**src/design/memPkg.sv**
```systemverilog
// bus opcodes, answer codes, arbiter states and exception codes shared by the L1 blocks and the testbench
package memPkg;

	// operation on the external memory bus
	typedef enum logic [1:0]
	{
		opmReady = 2'd0,	// bus idle
		opmLoad = 2'd1,		// single word read
		opmStore = 2'd2		// single word write
	} memOpm;

	// answer code on the bus and toward the core
	typedef enum logic [1:0]
	{
		okReady = 2'd0,		// nothing pending
		okHold = 2'd1,		// still waiting
		okDone = 2'd2,		// finished, data valid
		okFault = 2'd3		// finished with an error
	} memOk;

	// who owns the bus
	typedef enum logic [1:0]
	{
		stIdle = 2'd0,
		stIcFill = 2'd1,	// instruction line refill
		stDcFill = 2'd2,	// data line refill
		stDcStore = 2'd3	// write-through store
	} arbState;

	// exception codes sent out together with the faulting address
	localparam logic [15:0] excBusFault = 16'h8000;	// bus answered okFault
	localparam logic [15:0] excAlign1 = 16'h8001;	// address bit 0 set
	localparam logic [15:0] excAlign2 = 16'h8002;	// only address bit 1 set
	localparam logic [15:0] excTimeout = 16'h8004;	// watchdog ran out

	// words per cache line
	// a line is 16 bytes so the offset is addr[3:0] and the word select is addr[3:2]
	localparam logic [31:0] lineWords = 32'd4;

endpackage

```
**src/design/busBeatTimer.sv**
```systemverilog
// counts refill beats and watches how long the current bus beat has waited for an answer
module busBeatTimer #(
	parameter int waitLimit = 64	// cycles without answer before giving up
)
(
	input logic clock,
	input logic rstN,
	input logic beatStart,
	input logic beatAdvance,
	input memPkg::memOk memOk,
	output logic [1:0] beatIndex,
	output logic lastBeat,
	output logic waitExpired
);
	import memPkg::*;

	localparam int cntBits = $clog2(waitLimit + 1);

	logic [cntBits-1:0] waitCount;	// saturates at the limit
	logic answered;

	assign answered = (memOk == okDone) || (memOk == okFault);
	assign lastBeat = {30'd0, beatIndex} == (lineWords - 32'd1);
	assign waitExpired = waitCount == cntBits'(waitLimit);

	always_ff @(posedge clock)
	begin
		if (!rstN || beatStart)
		begin
			beatIndex <= 2'd0;
			waitCount <= '0;
		end
		else
		begin
			if (beatAdvance)
				beatIndex <= beatIndex + 2'd1;
			if (answered || beatAdvance)
				waitCount <= '0;	// fresh beat
			else if (!waitExpired)
				waitCount <= waitCount + 1'b1;
		end
	end

endmodule

```
**src/design/instCache.sv**
```systemverilog
// direct-mapped read-only instruction cache; hits answer the next cycle, misses refill a line over the bus
module instCache #(
	parameter int lineCount = 16	// power of two, at least 2
)
(
	input logic clock,
	input logic rstN,
	input logic icReq,
	input logic [31:0] icAddr,
	output logic [31:0] icData,
	output memPkg::memOk icOk,
	output logic fillReq,
	output logic [31:0] fillAddr,
	input logic [31:0] fillWord,
	input logic fillBeat,
	input logic [1:0] fillIndex,
	input logic fillDone,
	input logic fillFault
);
	import memPkg::*;

	localparam int idxBits = $clog2(lineCount);
	localparam int tagBits = 28 - idxBits;	// above line offset and index

	logic [tagBits-1:0] tagMem [lineCount];
	logic [31:0] dataMem [lineCount][lineWords];
	logic [lineCount-1:0] validMem;

	logic pending;				// refill in progress, no new requests
	logic [31:0] missAddr;		// address of the request that missed
	logic [31:0] fillCatch;		// requested word, grabbed as it flies past

	logic [idxBits-1:0] reqIdx;
	logic [tagBits-1:0] reqTag;
	logic [1:0] reqWord;
	logic reqHit;
	logic [idxBits-1:0] missIdx;

	assign reqIdx = icAddr[4 +: idxBits];
	assign reqTag = icAddr[31 -: tagBits];
	assign reqWord = icAddr[3:2];
	assign reqHit = validMem[reqIdx] && (tagMem[reqIdx] == reqTag);
	assign missIdx = missAddr[4 +: idxBits];

	assign fillReq = pending;
	assign fillAddr = {missAddr[31:4], 4'b0000};	// line aligned, arbiter adds beat

	// control state and answer strobe
	always_ff @(posedge clock)
	begin
		if (!rstN)
		begin
			validMem <= '0;
			pending <= 1'b0;
			icOk <= okReady;
		end
		else
		begin
			icOk <= okReady;	// one-cycle strobe
			if (pending)
			begin
				if (fillFault)
				begin
					pending <= 1'b0;
					icOk <= okFault;	// line stays invalid
				end
				else if (fillDone)
				begin
					pending <= 1'b0;
					validMem[missIdx] <= 1'b1;
					icOk <= okDone;
				end
			end
			else if (icReq)
			begin
				if (reqHit)
					icOk <= okDone;
				else
				begin
					pending <= 1'b1;
					validMem[reqIdx] <= 1'b0;	// old line gets overwritten by the refill
				end
			end
		end
	end

	// arrays and read data
	always_ff @(posedge clock)
	begin
		if (icReq && !pending)
		begin
			icData <= dataMem[reqIdx][reqWord];
			missAddr <= icAddr;
		end
		if (pending && fillBeat)
		begin
			dataMem[missIdx][fillIndex] <= fillWord;
			if (fillIndex == missAddr[3:2])
				fillCatch <= fillWord;
		end
		// fillDone comes with the last beat, so that beat may be the wanted word
		if (pending && fillDone)
		begin
			tagMem[missIdx] <= missAddr[31 -: tagBits];
			icData <= (fillIndex == missAddr[3:2]) ? fillWord : fillCatch;
		end
	end

endmodule

```
**src/design/dataCache.sv**
```systemverilog
// direct-mapped write-through data cache; loads refill lines, stores go to the bus, no write-allocate
module dataCache #(
	parameter int lineCount = 16	// power of two, at least 2
)
(
	input logic clock,
	input logic rstN,
	input logic dcReq,
	input logic [31:0] dcAddr,
	input logic dcWrite,
	input logic [31:0] dcWData,
	output logic [31:0] dcRData,
	output memPkg::memOk dcOk,
	output logic fillReq,
	output logic [31:0] fillAddr,
	input logic [31:0] fillWord,
	input logic fillBeat,
	input logic [1:0] fillIndex,
	input logic fillDone,
	input logic fillFault,		// bus fault or timeout, refill or store
	output logic storeReq,
	output logic [31:0] storeAddr,
	output logic [31:0] storeData,
	input logic storeDone,
	output logic alignFault,
	output logic [31:0] alignAddr
);
	import memPkg::*;

	localparam int idxBits = $clog2(lineCount);
	localparam int tagBits = 28 - idxBits;

	logic [tagBits-1:0] tagMem [lineCount];
	logic [31:0] dataMem [lineCount][lineWords];
	logic [lineCount-1:0] validMem;

	logic loadPending;			// line refill outstanding
	logic storePending;			// bus write outstanding
	logic [31:0] reqAddr;		// last accepted address
	logic [31:0] fillCatch;

	logic accept;
	logic misaligned;
	logic [idxBits-1:0] reqIdx;
	logic [tagBits-1:0] reqTag;
	logic [1:0] reqWord;
	logic reqHit;
	logic [idxBits-1:0] missIdx;

	assign accept = dcReq && !loadPending && !storePending;
	assign misaligned = dcAddr[1:0] != 2'b00;
	assign reqIdx = dcAddr[4 +: idxBits];
	assign reqTag = dcAddr[31 -: tagBits];
	assign reqWord = dcAddr[3:2];
	assign reqHit = validMem[reqIdx] && (tagMem[reqIdx] == reqTag);
	assign missIdx = reqAddr[4 +: idxBits];

	assign fillReq = loadPending;
	assign fillAddr = {reqAddr[31:4], 4'b0000};
	assign storeReq = storePending;
	assign storeAddr = reqAddr;

	// misaligned access never reaches the bus, arbiter registers the exception
	assign alignFault = accept && misaligned;
	assign alignAddr = dcAddr;

	always_ff @(posedge clock)
	begin
		if (!rstN)
		begin
			validMem <= '0;
			loadPending <= 1'b0;
			storePending <= 1'b0;
			dcOk <= okReady;
		end
		else
		begin
			dcOk <= okReady;	// strobe
			if (loadPending)
			begin
				if (fillFault)
				begin
					loadPending <= 1'b0;
					dcOk <= okFault;
				end
				else if (fillDone)
				begin
					loadPending <= 1'b0;
					validMem[missIdx] <= 1'b1;
					dcOk <= okDone;
				end
			end
			else if (storePending)
			begin
				if (fillFault)
				begin
					storePending <= 1'b0;
					dcOk <= okFault;
				end
				else if (storeDone)
				begin
					storePending <= 1'b0;
					dcOk <= okDone;
				end
			end
			else if (dcReq)
			begin
				if (misaligned)
					dcOk <= okFault;	// next cycle, no bus
				else if (dcWrite)
					storePending <= 1'b1;	// every store goes through
				else if (reqHit)
					dcOk <= okDone;
				else
				begin
					loadPending <= 1'b1;
					validMem[reqIdx] <= 1'b0;
				end
			end
		end
	end

	always_ff @(posedge clock)
	begin
		if (accept)
		begin
			dcRData <= dataMem[reqIdx][reqWord];
			reqAddr <= dcAddr;
			storeData <= dcWData;
			if (dcWrite && reqHit && !misaligned)
				dataMem[reqIdx][reqWord] <= dcWData;	// keep cached copy current
		end
		if (loadPending && fillBeat)
		begin
			dataMem[missIdx][fillIndex] <= fillWord;
			if (fillIndex == reqAddr[3:2])
				fillCatch <= fillWord;
		end
		if (loadPending && fillDone)
		begin
			tagMem[missIdx] <= reqAddr[31 -: tagBits];
			dcRData <= (fillIndex == reqAddr[3:2]) ? fillWord : fillCatch;
		end
	end

endmodule

```
**src/design/busArbiter.sv**
```systemverilog
// grants the shared memory bus to one cache at a time, holds the grant until done, registers exceptions
module busArbiter
(
	input logic clock,
	input logic rstN,
	output memPkg::memOpm memOpm,
	output logic [31:0] memAddr,
	output logic [31:0] memWData,
	input memPkg::memOk memOk,
	input logic icFillReq,
	input logic [31:0] icFillAddr,
	output logic icFillBeat,
	output logic icFillDone,
	output logic icFillFault,
	input logic dcFillReq,
	input logic [31:0] dcFillAddr,
	output logic dcFillBeat,
	output logic dcFillDone,
	output logic dcFillFault,
	input logic dcStoreReq,
	input logic [31:0] dcStoreAddr,
	input logic [31:0] dcStoreData,
	output logic dcStoreDone,
	input logic alignFault,
	input logic [31:0] alignAddr,
	output logic beatStart,
	output logic beatAdvance,
	input logic [1:0] beatIndex,
	input logic lastBeat,
	input logic waitExpired,
	output logic excValid,
	output logic [31:0] excAddr,
	output logic [15:0] excCode
);
	import memPkg::*;

	arbState state;			// the latched grant
	arbState stateNext;
	logic busy;
	logic beatDone;			// current beat answered okDone
	logic busFault;			// current beat answered okFault
	logic beatFault;		// fault or watchdog, ends the transaction
	logic [31:0] fillAddr;

	assign busy = state != stIdle;
	assign beatDone = busy && (memOk == okDone);
	assign busFault = busy && (memOk == okFault);
	assign beatFault = busFault || (busy && !beatDone && waitExpired);

	// bus follows the grant, beat address steps with the timer
	always_comb
	begin
		memOpm = opmReady;
		memAddr = 32'd0;
		memWData = 32'd0;
		fillAddr = (state == stIcFill) ? icFillAddr : dcFillAddr;
		case (state)
			stIcFill, stDcFill:
			begin
				memOpm = opmLoad;
				memAddr = {fillAddr[31:4], beatIndex, 2'b00};
			end
			stDcStore:
			begin
				memOpm = opmStore;
				memAddr = dcStoreAddr;
				memWData = dcStoreData;
			end
			default:
				memOpm = opmReady;
		endcase
	end

	// answers go only to the owner
	assign icFillBeat = (state == stIcFill) && beatDone;
	assign icFillDone = icFillBeat && lastBeat;
	assign icFillFault = (state == stIcFill) && beatFault;
	assign dcFillBeat = (state == stDcFill) && beatDone;
	assign dcFillDone = dcFillBeat && lastBeat;
	assign dcFillFault = ((state == stDcFill) || (state == stDcStore)) && beatFault;
	assign dcStoreDone = (state == stDcStore) && beatDone;

	assign beatStart = !busy && (icFillReq || dcFillReq || dcStoreReq);	// clears the timer
	assign beatAdvance = beatDone;

	always_comb
	begin
		stateNext = state;
		case (state)
			stIdle:
				if (icFillReq)
					stateNext = stIcFill;	// instruction side wins ties
				else if (dcFillReq)
					stateNext = stDcFill;
				else if (dcStoreReq)
					stateNext = stDcStore;
			stIcFill, stDcFill:
				if (beatFault || (beatDone && lastBeat))
					stateNext = stIdle;
			default:
				if (beatFault || beatDone)	// store is a single beat
					stateNext = stIdle;
		endcase
	end

	always_ff @(posedge clock)
	begin
		if (!rstN)
		begin
			state <= stIdle;
			excValid <= 1'b0;
		end
		else
		begin
			state <= stateNext;
			excValid <= beatFault || alignFault;
		end
	end

	// bus side faults win over a same-cycle align fault
	always_ff @(posedge clock)
	begin
		if (beatFault)
		begin
			excAddr <= memAddr;
			excCode <= busFault ? excBusFault : excTimeout;
		end
		else if (alignFault)
		begin
			excAddr <= alignAddr;
			excCode <= alignAddr[0] ? excAlign1 : excAlign2;
		end
	end

endmodule

```
**src/design/memL1.sv**
```systemverilog
// L1 top level; joins instruction cache, data cache, bus arbiter and beat timer between core and bus
module memL1 #(
	parameter int lineCount = 16,
	parameter int waitLimit = 64
)
(
	input logic clock,
	input logic rstN,
	input logic icReq,
	input logic [31:0] icAddr,
	output logic [31:0] icData,
	output memPkg::memOk icOk,
	input logic dcReq,
	input logic [31:0] dcAddr,
	input logic dcWrite,
	input logic [31:0] dcWData,
	output logic [31:0] dcRData,
	output memPkg::memOk dcOk,
	output memPkg::memOpm memOpm,
	output logic [31:0] memAddr,
	output logic [31:0] memWData,
	input logic [31:0] memRData,
	input memPkg::memOk memOk,
	output logic excValid,
	output logic [31:0] excAddr,
	output logic [15:0] excCode
);
	// cache to arbiter
	logic icFillReq, icFillBeat, icFillDone, icFillFault;
	logic [31:0] icFillAddr;
	logic dcFillReq, dcFillBeat, dcFillDone, dcFillFault;
	logic [31:0] dcFillAddr;
	logic dcStoreReq, dcStoreDone;
	logic [31:0] dcStoreAddr, dcStoreData;
	logic alignFault;
	logic [31:0] alignAddr;
	// arbiter to timer
	logic beatStart, beatAdvance, lastBeat, waitExpired;
	logic [1:0] beatIndex;

	instCache #(.lineCount(lineCount)) uInstCache (
		.clock(clock), .rstN(rstN), .icReq(icReq), .icAddr(icAddr), .icData(icData),
		.icOk(icOk), .fillReq(icFillReq), .fillAddr(icFillAddr), .fillWord(memRData),
		.fillBeat(icFillBeat), .fillIndex(beatIndex), .fillDone(icFillDone),
		.fillFault(icFillFault));

	dataCache #(.lineCount(lineCount)) uDataCache (
		.clock(clock), .rstN(rstN), .dcReq(dcReq), .dcAddr(dcAddr), .dcWrite(dcWrite),
		.dcWData(dcWData), .dcRData(dcRData), .dcOk(dcOk), .fillReq(dcFillReq),
		.fillAddr(dcFillAddr), .fillWord(memRData), .fillBeat(dcFillBeat),
		.fillIndex(beatIndex), .fillDone(dcFillDone), .fillFault(dcFillFault),
		.storeReq(dcStoreReq), .storeAddr(dcStoreAddr), .storeData(dcStoreData),
		.storeDone(dcStoreDone), .alignFault(alignFault), .alignAddr(alignAddr));

	busArbiter uBusArbiter (
		.clock(clock), .rstN(rstN), .memOpm(memOpm), .memAddr(memAddr),
		.memWData(memWData), .memOk(memOk), .icFillReq(icFillReq), .icFillAddr(icFillAddr),
		.icFillBeat(icFillBeat), .icFillDone(icFillDone), .icFillFault(icFillFault),
		.dcFillReq(dcFillReq), .dcFillAddr(dcFillAddr), .dcFillBeat(dcFillBeat),
		.dcFillDone(dcFillDone), .dcFillFault(dcFillFault), .dcStoreReq(dcStoreReq),
		.dcStoreAddr(dcStoreAddr), .dcStoreData(dcStoreData), .dcStoreDone(dcStoreDone),
		.alignFault(alignFault), .alignAddr(alignAddr), .beatStart(beatStart),
		.beatAdvance(beatAdvance), .beatIndex(beatIndex), .lastBeat(lastBeat),
		.waitExpired(waitExpired), .excValid(excValid), .excAddr(excAddr),
		.excCode(excCode));

	busBeatTimer #(.waitLimit(waitLimit)) uBusBeatTimer (
		.clock(clock), .rstN(rstN), .beatStart(beatStart), .beatAdvance(beatAdvance),
		.memOk(memOk), .beatIndex(beatIndex), .lastBeat(lastBeat),
		.waitExpired(waitExpired));

endmodule

```
**config.mk**
```make
export PLATFORM = sky130hd
export DESIGN_NAME = memL1
export DESIGN_NICKNAME = d
export VERILOG_FILES = /design/src/design/memPkg.sv /design/src/design/busBeatTimer.sv /design/src/design/instCache.sv /design/src/design/dataCache.sv /design/src/design/busArbiter.sv /design/src/design/memL1.sv
export SDC_FILE = /design/constraint.sdc
export NUM_CORES = 2
export LEC_CHECK = 0
export ABC_AREA = 1
export BUFFER_PORTS_ARGS = -buffer_cell sky130_fd_sc_hd__buf_2
export CAP_MARGIN = 5
export CORE_UTILIZATION = 55
export CTS_BUF_LIST = sky130_fd_sc_hd__clkbuf_8
export CTS_CLUSTER_SIZE = 40
export DETAILED_ROUTE_END_ITERATION = 10
export HOLD_SLACK_MARGIN = 0.02
export PLACE_DENSITY = 0.74
export SLEW_MARGIN = 15
export SYNTH_ARGS = -nofsm -noshare
export SYNTH_HDL_FRONTEND = slang
export SYNTH_HIERARCHICAL = 1
export SYNTH_MEMORY_MAX_BITS = 65536
export SYNTH_SLANG_ARGS = --single-unit
```
**constraint.sdc**
```tcl
create_clock -name clock -period 5.4 [get_ports clock]
set_input_delay 0.81 -clock clock [delete_from_list [all_inputs] [get_ports clock]]
set_output_delay 0.81 -clock clock [all_outputs]
set_load 0.03 [all_outputs]
```
==> impl_results.md <==
* Status: finished with violations
* Failing checks: design-rule violations
* Sequential Area at 155,000 sq um
* Sum of negative setup slack at 0 ns
* Post-Syn Area at roughly 200,000 sq um
* Layout area overhead at 12.7%
* Final WL at 562 mm
* Worst slew pin tran at 1.25 ns
* First-pass GRT wire length at about 800 mm
* CP Data Arrival Time at just under 4 ns
* # setup viols final at 0
* Port bufs at between 300 and 400
* Initial antenna violation count at 38
* Comb pwr share at 0.072
* Worst-skew pair later-pin latency at 1.26 ns
* Cell Rows at 219
* Vias in the first global route at 119,501
* TritonCTS buffer count at approximately 780
* PD cells at 356 nW/um^2
* Largest net degree at the start of global routing at between 100 and 150
* Multi-input logic area at 39,000 sq um
* Die Height at roughly 600 um
* Pre-antenna DRT Iters at 10
* Critical Path Start Type: flip-flop
* Maxcap violations at 0
* CTS tree: built
* CTS Buffer Depth at 4
* Die W at between 600 and 700 um
* Post-CTS setup buffers at 0
* YS warnings at 6
* DP Area at a little over 200,000 sq um
* Starting Density at 0.554
* CTS hold repair buffers at between 100 and 150
* Post-route clock period utilization at 0.884
* Cell area after layout at ~220,000 sq um
* Leak at roughly 75 nW
* Vias at roughly 120k
* WP data required at ~4.6 ns
* Via-per-instance ratio at between 6 and 7
* Core ar. at roughly 360,000 sq um
* Fin. max-slew vios at 0
* Number of DRC markers in iteration 0 at 18,115
* Flop pwr share at 0.562
* Clock power share at 0.365
* Clk slew on worst S/H paths at 0.06 ns
* CTS sink count at slightly above 5,000
* IO Count at roughly 320
* Worst slew margin at 0.156
* Crit-path max FO at 29
* DIE AREA at roughly 360,000 sq um
* Cts repair resizes at 0
* CTS root buffer: clkbuf_8
* P_sw at roughly 19 mW
* Min Tclk post-route at 4.78 ns
* Global route overflow at 0
* Final Hold Vio Count at 0
* Syn Inst Count at 13,269
* Placer Congestion at roughly 0.9
* FMAX at 209 MHz
* DRC errors left at 1
* Remaining antenna violation count at 0
* Setup Skew at 0.105 ns
* # nets final at roughly 14,000
* Peak VDD IR at 287 uV
* RSZ-0062 raised after global routing: no
* Gr usage total at 0.304
* Syn Area/Cell at 14.9 sq um
* Endpoint class of the critical path: primary output
* Min-delay worst type: input port to flip-flop
* Filler Cell Count at ~25,000
* Crit Path Class: flip-flop to primary output
* Sw frac at 0.245
* Power Internal at 59.9 mW
* WL/cell at 28.9 um
* CTS H-tree depth at 6
* Detailed-placement wirelength estimate at about 320 mm
* Layout cell share with drive strength beyond 1 at 0.138
==> power groups by stage <==
stage / logic (mW) / registers, mW / clock network, mW
after detailed placement: 5.47 / 45.4 / 0
after CTS: 5.57 / 44.6 / 29.2
final: 5.72 / 44.6 / 29.0
after floorplan: 3.03 / 45.5 / 0
after global placement: 5.39 / 45.4 / 0
after global routing: 5.98 / 44.6 / 30.9
==> cells in the final DEF, fill, tap and decap left out, drive strengths merged, types with 16 or more instances in the layout <==
| cell | count |
|---|---|
| nand2 | 2513 |
| o22ai | 18 |
| mux2 | 16 |
| o41ai | 62 |
| inv | 562 |
| nand3 | 158 |
| edfxtp | 5121 |
| nor4 | 114 |
| o21ai | 228 |
| buf | 827 |
| nor2 | 491 |
| clkinv | 259 |
| clkbuf | 794 |
| o21bai | 22 |
| a31oi | 44 |
| dlygate4sd3 | 107 |
| nor3 | 48 |
| dfxtp | 51 |
| a22oi | 1995 |
| diode | 36 |
| nand4 | 32 |
| a21oi | 1034 |
| a221oi | 21 |
==> sequential cells by signal (all words and copies together) (netlist names), 2 cells and up <==
name	flops
uDataCache/dataMem	2048
uInstCache/validMem	16
uBusBeatTimer/beatIndex	2
uDataCache/tagMem	384
uInstCache/dataMem	2048
uBusArbiter/excCode	3
uDataCache/storeData	32
uDataCache/validMem	16
uInstCache/missAddr	30
uInstCache/tagMem	384
uBusBeatTimer/waitCount	7
uInstCache/fillCatch	32
uDataCache/dcRData	32
uInstCache/icData	32
uDataCache/fillCatch	32
uBusArbiter/state	2
uInstCache/icOk	2
uDataCache/dcOk	2
uDataCache/storeAddr	32
uBusArbiter/excAddr	32
==> path summary, 6_finish.rpt <==
path | endpoint | slack (ns) | depth (start not counted) | from
max | memAddr[6] | 0.62 | 7 | uBusArbiter/state[0]
min | uInstCache/dataMem[12][66] | 0.12 | 1 | memRData[2]
max reg2reg | uDataCache/dataMem[9][65] | 1.03 | 12 | uBusArbiter/state[0]
min reg2reg | uBusBeatTimer/waitCount[6] | 0.49 | 2 | uBusBeatTimer/waitCount[6]
==> stage by stage <==
stage / util / instances / setup WS, ns / hold slack [ns] / power (mW)
after global routing: 0.624 / 19455 / 0.655 / 0.101 / 81.4
after global placement: 0.582 / 17949 / 0.561 / 0.457 / 50.8
final: 0.624 / 19470 / 0.624 / 0.116 / 79.3
after detailed placement: 0.582 / 17949 / 0.541 / 0.475 / 50.9
after floorplan: - / 13280 / 0.0694 / 0.450 / 48.6
after CTS: 0.624 / 19434 / 0.692 / 0.0324 / 79.3
==> cell type report <==
class                      count  area share
clock buffer                 794      0.0491
sequential                  5172       0.696
clock inverter               584      0.0130
multi-input combinational   6948       0.175
tap                         4751      0.0267
inverter                     251     0.00445
timing repair buffer         934      0.0353
antenna                       36    0.000405
==> critical path: stages (launching register included) <==
cell     delay, ns
dfxtp_1       0.42
inv_1         0.12
ha_1          0.58
inv_2         0.39
nor2_1        0.18
o21ai_0       0.11
a21oi_1       0.60
buf_2         0.33
==> per-layer routing <==
metal | up-vias | GRT usage | part of all wire
met5 | - | 0 | 0.00021
met4 | 14 | 0.161 | 0.056
met3 | 1564 | 0.0602 | 0.12
met2 | 9115 | 0.481 | 0.47
met1 | 61308 | 0.400 | 0.35
li1 | 52655 | - | -
(Power assumes the default switching activity.)
